<file path="config.mk">
export PLATFORM = sky130hd
export DESIGN_NAME = disp_top
export DESIGN_NICKNAME = d
export VERILOG_FILES = /design/src/disp_pkg.sv /design/src/pix_gen.sv /design/src/pix_fifo.sv /design/src/dsi_packer.sv /design/src/disp_top.sv
export VERILOG_INCLUDE_DIRS = /design/src
export SDC_FILE = /design/constraint.sdc
export NUM_CORES = 1
export LEC_CHECK = 0
export BUFFER_PORTS_ARGS = -buffer_cell sky130_fd_sc_hd__buf_2
export CORE_MARGIN = 10
export CORE_UTILIZATION = 45
export DETAILED_ROUTE_END_ITERATION = 16
export SETUP_SLACK_MARGIN = 0.4
export SYNTH_ARGS = -nofsm -noshare
export SYNTH_HDL_FRONTEND = slang
export SYNTH_HIERARCHICAL = 1
export SYNTH_SLANG_ARGS = --single-unit
</file>
<file path="constraint.sdc">
create_clock -name clk_sys_i -period 7.7 [get_ports clk_sys_i]
set_input_delay 2.31 -clock clk_sys_i [delete_from_list [all_inputs] [get_ports clk_sys_i]]
set_output_delay 2.31 -clock clk_sys_i [all_outputs]
set_load 0.03 [all_outputs]
</file>
<file path="src/disp_consts.svh">
`ifndef DISP_CONSTS_SVH
`define DISP_CONSTS_SVH

//////////////////////////////////////////////////
// Pixel FIFO sizing
//////////////////////////////////////////////////
`define PIX_FIFO_DEPTH 16
// One word may already be in flight when the flag rises
`define PIX_FIFO_AFULL (`PIX_FIFO_DEPTH - 2)

//////////////////////////////////////////////////
// Pattern generator defaults
//////////////////////////////////////////////////
`define BAR_WIDTH  8
`define DEF_WIDTH  8'd4
`define DEF_HEIGHT 8'd2
`define DEF_COLOR  24'h30_90_E0

// DSI data type codes
`define DT_FRAME_START 8'h01
`define DT_FRAME_END   8'h11
`define DT_RGB888      8'h3E

// Register port address width
`define REG_ADDR_W 3

`endif

</file>
<file path="src/disp_pkg.sv">
`default_nettype none

`include "disp_consts.svh"

package disp_pkg;

    typedef struct packed {
        logic [7:0] r;
        logic [7:0] g;
        logic [7:0] b;
    } pixel_t;

    // FIFO entry
    // frame_last without line_last marks the frame descriptor word,
    // its pixel field holds the line word count in the low 16 bits
    typedef struct packed {
        pixel_t pix;
        logic   line_last;
        logic   frame_last;
    } pix_word_t;

    // One byte of the link stream
    typedef struct packed {
        logic [7:0] data;
        logic       sop;
        logic       eop;
    } link_byte_t;

    typedef enum logic [`REG_ADDR_W-1:0] {
        REG_CTRL    = 3'd0,
        REG_MODE    = 3'd1,
        REG_WIDTH   = 3'd2,
        REG_HEIGHT  = 3'd3,
        REG_COLOR_R = 3'd4,
        REG_COLOR_G = 3'd5,
        REG_COLOR_B = 3'd6
    } reg_addr_e;

    typedef enum logic [1:0] {
        PAT_SOLID    = 2'd0,
        PAT_BARS     = 2'd1,
        PAT_GRADIENT = 2'd2
    } pat_mode_e;

    typedef enum logic {
        GEN_IDLE,
        GEN_RUN
    } gen_state_e;

    typedef enum logic [2:0] {
        PKT_IDLE,
        PKT_FS,
        PKT_LHDR,
        PKT_PAY,
        PKT_SUM,
        PKT_FE
    } pkt_state_e;

endpackage

`default_nettype wire

</file>
<file path="src/pix_gen.sv">
`default_nettype none

`include "disp_consts.svh"

module pix_gen import disp_pkg::*; (
    input  logic       clk_sys_i,
    input  logic       rst_i,
    input  logic       reg_we_i,
    input  reg_addr_e  reg_addr_i,
    input  logic [7:0] reg_wdata_i,
    input  logic       afull_i,
    output logic       pix_wr_o,
    output pix_word_t  pix_o,
    output logic       busy_o,
    input  logic       frame_done_i
);

    // Register file
    pat_mode_e   mode_q;
    logic [7:0]  width_q;
    logic [7:0]  height_q;
    pixel_t      color_q;

    // Configuration of the frame in progress
    pat_mode_e   frm_mode_q;
    logic [7:0]  frm_width_q;
    logic [7:0]  frm_height_q;
    pixel_t      frm_color_q;

    gen_state_e  state_q;
    logic [7:0]  x_q;
    logic [7:0]  y_q;
    logic        all_sent_q;

    logic        start_req;
    logic        pix_emit;
    logic        line_last;
    logic        frame_last;
    logic [7:0]  bar_col;
    logic [15:0] word_cnt;
    pixel_t      pix_nxt;
    pix_word_t   desc_word;

    assign start_req  = reg_we_i && (reg_addr_i == REG_CTRL) && reg_wdata_i[0]
                        && (state_q == GEN_IDLE);
    assign pix_emit   = (state_q == GEN_RUN) && !all_sent_q && !afull_i;
    assign line_last  = (x_q == frm_width_q - 8'd1);
    assign frame_last = line_last && (y_q == frm_height_q - 8'd1);
    assign bar_col    = 8'(x_q / `BAR_WIDTH);
    assign busy_o     = (state_q == GEN_RUN);

    // Three payload bytes per pixel
    assign word_cnt  = {7'd0, width_q, 1'b0} + {8'd0, width_q};
    assign desc_word = '{pix: pixel_t'({8'd0, word_cnt}), line_last: 1'b0, frame_last: 1'b1};

    always_comb begin
        case (frm_mode_q)
            PAT_BARS: begin
                // Bits of the palette index map onto full-scale channels
                pix_nxt.r = {8{~bar_col[1]}};
                pix_nxt.g = {8{~bar_col[2]}};
                pix_nxt.b = {8{~bar_col[0]}};
            end
            PAT_GRADIENT: begin
                pix_nxt.r = x_q;
                pix_nxt.g = y_q;
                pix_nxt.b = frm_color_q.b;
            end
            default: pix_nxt = frm_color_q;
        endcase
    end

    //////////////////////////////////////////////////
    // Register port
    //////////////////////////////////////////////////
    always_ff @(posedge clk_sys_i) begin
        if (rst_i) begin
            mode_q   <= PAT_SOLID;
            width_q  <= `DEF_WIDTH;
            height_q <= `DEF_HEIGHT;
            color_q  <= `DEF_COLOR;
        end else if (reg_we_i) begin
            case (reg_addr_i)
                REG_MODE:    mode_q <= pat_mode_e'(reg_wdata_i[1:0]);
                REG_WIDTH: begin
                    if (reg_wdata_i != 8'd0) begin
                        width_q <= reg_wdata_i;
                    end
                end
                REG_HEIGHT: begin
                    if (reg_wdata_i != 8'd0) begin
                        height_q <= reg_wdata_i;
                    end
                end
                REG_COLOR_R: color_q.r <= reg_wdata_i;
                REG_COLOR_G: color_q.g <= reg_wdata_i;
                REG_COLOR_B: color_q.b <= reg_wdata_i;
                default: ;
            endcase
        end
    end

    //////////////////////////////////////////////////
    // Frame sequencing
    //////////////////////////////////////////////////
    always_ff @(posedge clk_sys_i) begin
        if (rst_i) begin
            state_q    <= GEN_IDLE;
            pix_wr_o   <= 1'b0;
            x_q        <= '0;
            y_q        <= '0;
            all_sent_q <= 1'b0;
        end else begin
            pix_wr_o <= 1'b0;
            case (state_q)
                GEN_IDLE: begin
                    // Descriptor goes out with the start, FIFO is drained by now
                    if (start_req) begin
                        state_q    <= GEN_RUN;
                        all_sent_q <= 1'b0;
                        pix_wr_o   <= 1'b1;
                    end
                end
                GEN_RUN: begin
                    if (frame_done_i) begin
                        state_q <= GEN_IDLE;
                    end else if (pix_emit) begin
                        pix_wr_o <= 1'b1;
                        x_q      <= line_last ? 8'd0 : x_q + 8'd1;
                        if (line_last) begin
                            y_q <= frame_last ? 8'd0 : y_q + 8'd1;
                        end
                        all_sent_q <= frame_last;
                    end
                end
                default: state_q <= GEN_IDLE;
            endcase
        end
    end

    // Frame configuration and output word
    always_ff @(posedge clk_sys_i) begin
        if (start_req) begin
            frm_mode_q   <= mode_q;
            frm_width_q  <= width_q;
            frm_height_q <= height_q;
            frm_color_q  <= color_q;
            pix_o        <= desc_word;
        end else if (pix_emit) begin
            pix_o <= '{pix: pix_nxt, line_last: line_last, frame_last: frame_last};
        end
    end

endmodule

`default_nettype wire

</file>
<file path="src/pix_fifo.sv">
`default_nettype none

`include "disp_consts.svh"

module pix_fifo import disp_pkg::*; (
    input  logic      clk_sys_i,
    input  logic      rst_i,
    input  logic      wr_i,
    input  pix_word_t wdata_i,
    input  logic      rd_i,
    output pix_word_t rdata_o,
    output logic      empty_o,
    output logic      afull_o
);

    localparam int AW = $clog2(`PIX_FIFO_DEPTH);
    localparam logic [AW:0] DEPTH_C = `PIX_FIFO_DEPTH;
    localparam logic [AW:0] AFULL_C = `PIX_FIFO_AFULL;

    pix_word_t     mem [`PIX_FIFO_DEPTH];
    logic [AW-1:0] wr_ptr_q;
    logic [AW-1:0] rd_ptr_q;
    logic [AW:0]   count_q;
    logic [AW:0]   count_nxt;
    logic          wr_en;
    logic          rd_en;

    assign empty_o = (count_q == '0);
    assign wr_en   = wr_i && (count_q != DEPTH_C);
    assign rd_en   = rd_i && !empty_o;

    // Head word straight from the array
    assign rdata_o = mem[rd_ptr_q];

    always_comb begin
        case ({wr_en, rd_en})
            2'b10:   count_nxt = count_q + 1'b1;
            2'b01:   count_nxt = count_q - 1'b1;
            default: count_nxt = count_q;
        endcase
    end

    always_ff @(posedge clk_sys_i) begin
        if (wr_en) begin
            mem[wr_ptr_q] <= wdata_i;
        end
    end

    // Pointers wrap on their own, depth is a power of two
    always_ff @(posedge clk_sys_i) begin
        if (rst_i) begin
            wr_ptr_q <= '0;
            rd_ptr_q <= '0;
            count_q  <= '0;
            afull_o  <= 1'b0;
        end else begin
            if (wr_en) begin
                wr_ptr_q <= wr_ptr_q + 1'b1;
            end
            if (rd_en) begin
                rd_ptr_q <= rd_ptr_q + 1'b1;
            end
            count_q <= count_nxt;
            afull_o <= (count_nxt >= AFULL_C);
        end
    end

endmodule

`default_nettype wire

</file>
<file path="src/dsi_packer.sv">
`default_nettype none

`include "disp_consts.svh"

module dsi_packer import disp_pkg::*; (
    input  logic       clk_sys_i,
    input  logic       rst_i,
    input  logic       empty_i,
    input  pix_word_t  word_i,
    output logic       rd_o,
    input  logic       link_ready_i,
    output logic       byte_valid_o,
    output link_byte_t link_o,
    output logic       frame_done_o
);

    pkt_state_e  state_q;
    logic [1:0]  beat_q;
    logic [15:0] wc_q;
    logic [15:0] sum_q;
    pix_word_t   hold_q;
    logic        done_pend_q;

    logic        emit;
    link_byte_t  emit_byte;
    logic [7:0]  dt;
    logic [15:0] hdr_wc;
    logic [7:0]  hdr_byte;

    // Pop on frame entry (descriptor) and on the R beat of each pixel
    assign rd_o = link_ready_i && !empty_i
                  && ((state_q == PKT_IDLE) || ((state_q == PKT_PAY) && (beat_q == 2'd0)));

    //////////////////////////////////////////////////
    // Packet header bytes
    //////////////////////////////////////////////////
    always_comb begin
        case (state_q)
            PKT_FS:  dt = `DT_FRAME_START;
            PKT_FE:  dt = `DT_FRAME_END;
            default: dt = `DT_RGB888;
        endcase
        hdr_wc = (state_q == PKT_LHDR) ? wc_q : 16'd0;
        case (beat_q)
            2'd0:    hdr_byte = dt;
            2'd1:    hdr_byte = hdr_wc[7:0];
            2'd2:    hdr_byte = hdr_wc[15:8];
            default: hdr_byte = dt ^ hdr_wc[7:0] ^ hdr_wc[15:8];
        endcase
    end

    // Byte for this beat
    always_comb begin
        emit      = 1'b0;
        emit_byte = '0;
        case (state_q)
            PKT_FS, PKT_LHDR, PKT_FE: begin
                emit           = 1'b1;
                emit_byte.data = hdr_byte;
                emit_byte.sop  = (beat_q == 2'd0);
                // Long packet keeps going into its payload
                emit_byte.eop  = (beat_q == 2'd3) && (state_q != PKT_LHDR);
            end
            PKT_PAY: begin
                emit = (beat_q != 2'd0) || !empty_i;
                case (beat_q)
                    2'd0:    emit_byte.data = word_i.pix.r;
                    2'd1:    emit_byte.data = hold_q.pix.g;
                    default: emit_byte.data = hold_q.pix.b;
                endcase
            end
            PKT_SUM: begin
                emit           = 1'b1;
                emit_byte.data = beat_q[0] ? sum_q[15:8] : sum_q[7:0];
                emit_byte.eop  = beat_q[0];
            end
            default: ;
        endcase
    end

    //////////////////////////////////////////////////
    // Packet FSM
    //////////////////////////////////////////////////
    always_ff @(posedge clk_sys_i) begin
        if (rst_i) begin
            state_q      <= PKT_IDLE;
            beat_q       <= '0;
            byte_valid_o <= 1'b0;
            frame_done_o <= 1'b0;
            done_pend_q  <= 1'b0;
        end else begin
            frame_done_o <= done_pend_q;
            done_pend_q  <= 1'b0;
            byte_valid_o <= link_ready_i && emit;
            if (link_ready_i) begin
                case (state_q)
                    PKT_IDLE: begin
                        if (!empty_i) begin
                            state_q <= PKT_FS;
                            beat_q  <= '0;
                        end
                    end
                    PKT_FS, PKT_LHDR: begin
                        beat_q <= beat_q + 2'd1;
                        if (beat_q == 2'd3) begin
                            state_q <= (state_q == PKT_FS) ? PKT_LHDR : PKT_PAY;
                        end
                    end
                    PKT_PAY: begin
                        // Waits on an empty FIFO at the R beat
                        if (emit) begin
                            beat_q <= (beat_q == 2'd2) ? 2'd0 : beat_q + 2'd1;
                            if ((beat_q == 2'd2) && hold_q.line_last) begin
                                state_q <= PKT_SUM;
                            end
                        end
                    end
                    PKT_SUM: begin
                        beat_q <= beat_q + 2'd1;
                        if (beat_q[0]) begin
                            beat_q  <= '0;
                            state_q <= hold_q.frame_last ? PKT_FE : PKT_LHDR;
                        end
                    end
                    PKT_FE: begin
                        beat_q <= beat_q + 2'd1;
                        if (beat_q == 2'd3) begin
                            state_q     <= PKT_IDLE;
                            done_pend_q <= 1'b1;
                        end
                    end
                    default: state_q <= PKT_IDLE;
                endcase
            end
        end
    end

    // Output byte, current word and running sums
    always_ff @(posedge clk_sys_i) begin
        if (link_ready_i && emit) begin
            link_o <= emit_byte;
        end
        if (rd_o) begin
            hold_q <= word_i;
        end
        if (rd_o && (state_q == PKT_IDLE)) begin
            wc_q <= word_i.pix[15:0];
        end
        if (state_q == PKT_LHDR) begin
            sum_q <= '0;
        end else if (link_ready_i && emit && (state_q == PKT_PAY)) begin
            sum_q <= sum_q + {8'd0, emit_byte.data};
        end
    end

endmodule

`default_nettype wire

</file>
<file path="src/disp_top.sv">
`default_nettype none

module disp_top import disp_pkg::*; (
    input  logic       clk_sys_i,
    input  logic       rst_i,
    input  logic       reg_we_i,
    input  reg_addr_e  reg_addr_i,
    input  logic [7:0] reg_wdata_i,
    input  logic       link_ready_i,
    output logic       byte_valid_o,
    output link_byte_t link_o,
    output logic       frame_done_o,
    output logic       busy_o
);

    // Producer to FIFO
    logic      pix_wr;
    pix_word_t pix_word;
    logic      almost_full;

    // FIFO to packer
    logic      fifo_rd;
    pix_word_t fifo_word;
    logic      fifo_empty;

    pix_gen u_gen (
        .clk_sys_i    (clk_sys_i),
        .rst_i        (rst_i),
        .reg_we_i     (reg_we_i),
        .reg_addr_i   (reg_addr_i),
        .reg_wdata_i  (reg_wdata_i),
        .afull_i      (almost_full),
        .pix_wr_o     (pix_wr),
        .pix_o        (pix_word),
        .busy_o       (busy_o),
        .frame_done_i (frame_done_o)
    );

    pix_fifo u_fifo (
        .clk_sys_i (clk_sys_i),
        .rst_i     (rst_i),
        .wr_i      (pix_wr),
        .wdata_i   (pix_word),
        .rd_i      (fifo_rd),
        .rdata_o   (fifo_word),
        .empty_o   (fifo_empty),
        .afull_o   (almost_full)
    );

    dsi_packer u_pack (
        .clk_sys_i    (clk_sys_i),
        .rst_i        (rst_i),
        .empty_i      (fifo_empty),
        .word_i       (fifo_word),
        .rd_o         (fifo_rd),
        .link_ready_i (link_ready_i),
        .byte_valid_o (byte_valid_o),
        .link_o       (link_o),
        .frame_done_o (frame_done_o)
    );

endmodule

`default_nettype wire

</file>
==> metrics.md, run 1 <==
| Metric | Value |
|---|---|
| H-tree Lvls | 3 |
| Total global-route track usage | 17.1% |
| Initial antenna violation count | 0 |
| Cells along the critical path | buf_2 -> inv_1 -> nor4b_2 -> buf_4 -> o21bai_2 -> buf_4 -> o21a_1 -> ha_1 -> xor2_1 -> ha_1 -> a21oi_1 -> or3b_1 -> a31oi_1 -> xnor2_1 -> o32ai_1 |
| Post-DRT Antenna Nets | 0 |
| Placed cell areas | 27,000 um2 |
| Top-level I/O count | 28 |
| Hold WC Path Type | reg -> reg |
| Unrepaired setup endpoints after global routing | no |
| Root buf cell | clkbuf_16 |
| Starting Density | 45.7% |
| Peak VDD IR | 0.171 mV |
| Die height | 260 um |
| Placed cells | 2,313 |
| Synth Instances | 1,580 |
| Most common cell after layout, fill and taps aside | edfxtp_1 |
| Placement row count | 87 |
| Most frequent cells in the layout | edfxtp_1, mux4_2, dfxtp_1 |
| Vias in the first global route | 14,100 |
| Worst-path fanout max | 19 |
| WP data required | 8.14 ns |
| Slew Limit Fails | 0 |
| CP Launch Type | input port |
| Capturing point of the worst reg2reg path | u_pack/sum_q[13] |
| Crit Path Category | in -> reg |
| Via density | 5.73 |
| WL per Instance | 23.7 um |
| Max clock buf depth | 3 |
| Insertion delay to the later sink of the worst-skew pair | 0.60 ns |
| Area Overhead vs Synth | 12.6% |
| Die area | 67,600 um2 |
| Hold Path Origin | u_gen/mode_q[1] |
| CTS tree | done |
| First-pass GRT wire length | 87.8 mm |
| Placer's final routability congestion estimate | 0.804 |
| Clock-pin slew on the worst setup and hold paths | 0.06 ns |
| Synthesized area per cell | 16.4 um2 |
| Worst slew pin tran | 1.02 ns |
| Setup TNS | 0 ns |
| Pre-Repair DR Iteration Count | 5 |
| TritonCTS buffer count | 68 |
| CP top delay family | compound AO/OA/AOI/OAI gates |
| Slowest stage delay, CP | 0.37 ns |
| Post-synthesis sequential area ratio | 68.7% |
| Slowest cell on the critical path | ha_1 |
| Pwr Density | 243 nW/um2 |
| Core Area | 56,700 um2 |
| YS warnings | 6 |
| Hold bufs inserted after CTS | 0 |
| Predominant post-synthesis flop cell | edfxtp_1 |
| Rel. slew slack | 31.1% |
| Max-cap violations | 0 |
| Syn nets | 1,635 |
| Count of final hold-check violations | 0 |
| CP endpoint kind | register |
| Yosys top cell by area | edfxtp_1 |
| Hold slack | 0.420 ns |
| Largest net degree at the start of global routing | 55 |
| #FFs+latches synth | 631 |
| Beginning of the critical path | link_ready_i |
| Tcrit/Tclk final | 68.1% |
| Post-synth top area share | 60.0% |
| ANT cells | 0 |
| Min cycle time layout | 5.24 ns |
| Die width | 260 um |
| Drt drc | 0 |
| Design Area, Final | 29,200 um2 |
| Status | complete, no violations |
| Endpoints failing setup | 0 |
| Post-synth ARST share | 0% |
| Synth area leaders | edfxtp_1, mux4_2, dfxtp_1 |
| Crit path capture | u_fifo/afull_o |
| Final HPWL DP | 34.0 mm |
| Share of layout cells above drive strength 1 | 20.5% |
| Via count | 14,000 |
| Worst Path Buf+Inv | 4 |
| Critical Path Stages | 15 |
| FMAX | 191 MHz |
| Reg2reg setup slack | 2.93 ns |
| Routed WL | 57.7 mm |
| EDFF count, synth | 518 |
| R2R depth | 12 |
| Resized Gates After CTS | 0 |
| Lkg Pwr | 9.44 nW |
| Final Skew | 0.0239 ns |
| IO Port Bufs | 27 |
| Post-Synthesis Cell Area | 25,900 um2 |
| Post-Layout Cell Count | 2,437 |
| Final Net Count | 1,682 |
| CTS Sinks | 631 |
| Cell variety after synth | 74 |
| Post-CTS Setup Inserts | 0 |
| DRT iter0 DRCs | 1,130 |
| GRT Residual Overflow | 0 |
| Hold path depth | 0 |
| Worst EP arrival | 5.68 ns |
==> synthesized netlist by cell type (all sizes together), types with 5 or more instances <==
cell    count
a21oi      76
nand4       5
buf        36
clkbuf     53
and3        6
a22oi      13
or4         9
nor3       19
o211ai      8
ha         38
nand3      25
nand2      84
a211oi      6
a21o        8
o22ai      10
o21bai      5
a211o       7
o21ai      27
a31oi      10
nor4        7
nand2b     18
o31ai       8
xor2       20
nor2       93
a221oi     18
inv        43
nor2b      12
mux4      130
edfxtp    518
and2        6
nand3b     11
mux2i      36
a31o        9
xnor2      35
dfxtp     113
==> cell families after synthesis <==
logic type	after synthesis	share of synthesized area, %
DFF	631	68.7
and+or+nand+nor	321	6.26
AOI/OAI and AO/OA	233	6.13
muxes	167	12.7
buffers and inverters	133	2.30
xor gates and xnor gates	55	1.86
adders and majority gates	40	1.99
==> flip-flops by register name, summed over array words and instances (netlist names), 8 cells and up, named ones only <==
register / flops
u_gen/x_q: 8
u_gen/frm_color_q: 24
u_gen/frm_height_q: 8
u_gen/width_q: 8
u_pack/link_o: 10
u_gen/frm_width_q: 8
u_gen/color_q: 24
u_pack/hold_q: 18
u_gen/height_q: 8
u_gen/y_q: 8
u_fifo/mem: 416
u_pack/wc_q: 16
u_pack/sum_q: 16
u_gen/pix_o: 26
==> worst min-delay path by stage <==
stage / to
final: u_gen/frm_mode_q[1]
after global routing: u_gen/frm_mode_q[1]
after CTS: u_gen/frm_mode_q[1]
after detailed placement: u_gen/frm_color_q[5]
after global placement: u_gen/frm_color_q[6]
after floorplan: u_gen/frm_color_q[12]
==> cell type report <==
type / count / area, um2
timing repair buffer: 66 / 428
clock buffer: 84 / 1850
fill: 4602 / 27500
multi-input combinational: 816 / 7630
tap: 756 / 946
inverter: 44 / 165
sequential: 631 / 17800
clock inverter: 40 / 333
==> per-layer routing <==
layer  up-vias  share of wire [%]  track usage [%]
met4         0                1.9             4.60
met3        84                4.4             2.77
met2       324                 50             28.7
met5         -                  0                0
li1       6306                  -                -
met1      7253                 44             22.8
==> worst register-to-register path: cells and delay by family, from the launching register on <==
| family | cells | cell delay, ns |
|---|---|---|
| buffers and inverters | 1 | 0.49 |
| multiplexers | 2 | 1.14 |
| AND/OR/NAND/NOR | 1 | 0.20 |
| AO/OA/AOI/OAI | 7 | 1.70 |
| adder cells (fa/ha/maj) | 1 | 0.32 |
| flip-flops | 1 | 0.81 |
==> per-stage QoR <==
| step | util [%] | setup WS, ns | power [mW] |
|---|---|---|---|
| 4_1_cts | 51.4 | 2.46 | 7.17 |
| 5_1_grt | 51.4 | 2.19 | 7.32 |
| 3_3_place_gp | 47.6 | 1.99 | 4.01 |
| 3_5_place_dp | 47.6 | 1.85 | 4.01 |
| 2_1_floorplan | - | 0.669 | 3.94 |
| 6_report | 51.4 | 2.46 | 7.10 |
==> where the power goes <==
group | leakage [nW] | switching [mW] | total, mW | internal [mW]
logic | 2.75 | 0.0663 | 0.112 | 0.0462
registers | 5.62 | 0.0803 | 3.83 | 3.75
clock network | 1.07 | 1.31 | 3.16 | 1.85
total | 9.44 | 1.46 | 7.10 | 5.64
(Power assumes the default switching activity.)
==> run 2: changes to the inputs <==
Clock period 7.7 ns to 4.6 ns, I/O delays scaled along.
==> metrics.md, run 2 (synthesized netlist as in run 1, its figures left out) <==
| Metric | Value |
|---|---|
| Max clock buf depth | 3 |
| Top-level I/O count | 28 |
| Slew Limit Fails | 0 |
| Final Skew | 0.0193 ns |
| WP data required | 5.13 ns |
| FMAX | 252 MHz |
| Min setup slack post-route | 0.634 ns |
| Switching power of the nets | 2.43 mW |
| Final HPWL DP | 36.4 mm |
| Drt drc | 0 |
| First-pass GRT wire length | 88.1 mm |
| Count of final hold-check violations | 0 |
| Core Area | 56,700 um2 |
| Total global-route track usage | 17.3% |
| H-tree Lvls | 3 |
| Overall Power | 12.2 mW |
| Pre-Repair DR Iteration Count | 5 |
| Via count | 14,000 |
| WL per Instance | 23.7 um |
| Tcrit/Tclk final | 86.2% |
| Reg power frac | 52.6% |
| Worst slew pin tran | 1.20 ns |
| Post-DRT Antenna Nets | 0 |
| Final Net Count | 1,706 |
| Root buf cell | clkbuf_16 |
| Hold WC Path Type | reg -> reg |
| Crit Path Category | reg -> reg |
| GRT Residual Overflow | 0 |
| Placement row count | 87 |
| Area Overhead vs Synth | 14.1% |
| Status | complete, no violations |
| Insertion delay to the later sink of the worst-skew pair | 0.60 ns |
| Placed cell areas | 27,200 um2 |
| Routed WL | 58.4 mm |
| Die height | 260 um |
| Sw Ratio | 19.9% |
| Largest net degree at the start of global routing | 65 |
| Die area | 67,600 um2 |
| Internal power | 9.76 mW |
| Clock-pin slew on the worst setup and hold paths | 0.06 ns |
| CTS tree | done |
| Unrepaired setup endpoints after global routing | no |
| Design Area, Final | 29,600 um2 |
| Clock power frac | 45.9% |
| Most common cell after layout, fill and taps aside | edfxtp_1 |
| TritonCTS buffer count | 67 |
| CTS Sinks | 631 |
| Dpl ws | 0.481 ns |
| Min cycle time layout | 3.97 ns |
| Vias in the first global route | 14,400 |
| Setup TNS | 0 ns |
| IO Port Bufs | 27 |
| Layout filler cell count | 4,583 |
| Worst-path fanout max | 14 |
| Most frequent cells in the layout | edfxtp_1, mux4_2, dfxtp_1 |
| Max-cap violations | 0 |
| Placer's final routability congestion estimate | 0.828 |
| Starting Density | 45.7% |
| CP endpoint kind | register |
| Endpoints failing setup | 0 |
| Combinational power share | 1.6% |
| Biggest register | u_fifo/mem |
| Rel. slew slack | 19.5% |
| Worst EP arrival | 4.49 ns |
| Peak VDD IR | 0.277 mV |
| Largest register FFs | 416 |
| Share of layout cells above drive strength 1 | 21.8% |
| Initial antenna violation count | 0 |
| Pwr Density | 412 nW/um2 |
| Via density | 5.69 |
| Leading registers by flop count | u_fifo/mem: 416 flops, u_gen/pix_o: 26 flops |
| CP Launch Type | register |
| Util after Layout | 52.2% |
| Die width | 260 um |
| Lkg Pwr | 9.63 nW |
| Hold bufs inserted after CTS | 0 |
| DRT iter0 DRCs | 926 |
==> run 2: cell count changes in the layout (fill, tap and decap cells not counted), sizes merged, moves of 2 or more <==
cell	delta
clkinvlp	+2
clkinv	-13
buf	+25
bufinv	+7
==> run 2: timing repair <==
item,4_1_cts,5_1_grt
endpoints found under the hold margin,0,0
setup endpoints to repair,0,7
resized for setup,0,2
setup buffers,0,11
==> run 2: worst paths after layout <==
path / start / to / slack, ns / depth (start not counted)
max: register / u_pack/sum_q[13] / 0.63 / 13
min: u_gen/mode_q[1] / u_gen/frm_mode_q[1] / 0.42 / 0
max reg2reg: register / u_pack/sum_q[13] / 0.63 / 13
min reg2reg: u_gen/mode_q[1] / u_gen/frm_mode_q[1] / 0.42 / 0
==> run 2: metal layers <==
metal	vias up	part of all wire [%]	track usage, %
met2	357	51	30.2
met5	-	0	0
met4	0	2.7	5.51
met1	7176	41	21.3
li1	6368	-	-
met3	108	5.0	3.48
==> run 2: stage by stage <==
| stage | std cells | hold WS (ns) |
|---|---|---|
| 2_1_floorplan | 1580 | 0.401 |
| 3_3_place_gp | 2327 | 0.410 |
| 3_5_place_dp | 2327 | 0.408 |
| 4_1_cts | 2449 | 0.422 |
| 5_1_grt | 2460 | 0.442 |
| 6_report | 2461 | 0.419 |
==> run 2: critical path, cell delays in order (launching register included) <==
cell and delay [ns]:
dfxtp_4 0.48, buf_4 0.16, mux4_2 0.48, mux4_2 0.46
a22oi_1 0.18, a31oi_1 0.11, o21ai_0 0.19, o21ai_0 0.24
ha_1 0.39, o211ai_1 0.13, o211ai_1 0.27, a31oi_2 0.21
or4_1 0.44, a21oi_1 0.15
==> run 2: area by class of cell <==
cell class / instances / area, um2 / share of cell area [%]
Clock inverter: 37 / 488 / 1.65
Sequential cell: 631 / 17800 / 60.3
Antenna cell: 1 / 2.50 / 0.00846
Clock buffer: 85 / 1810 / 6.10
Inverter: 44 / 169 / 0.571
Tap cell: 756 / 946 / 3.20
Timing Repair Buffer: 91 / 664 / 2.25
Multi-Input combinational cell: 816 / 7680 / 26.0
==> run 2: power groups by stage <==
| stage | sequential, mW | combinational, mW | clock [mW] |
|---|---|---|---|
| finish | 6.41 | 0.191 | 5.59 |
| global route | 6.43 | 0.210 | 5.95 |
| CTS | 6.41 | 0.192 | 5.71 |
| detailed placement | 6.53 | 0.191 | 0 |
| global placement | 6.52 | 0.186 | 0 |
| floorplan | 6.46 | 0.138 | 0 |
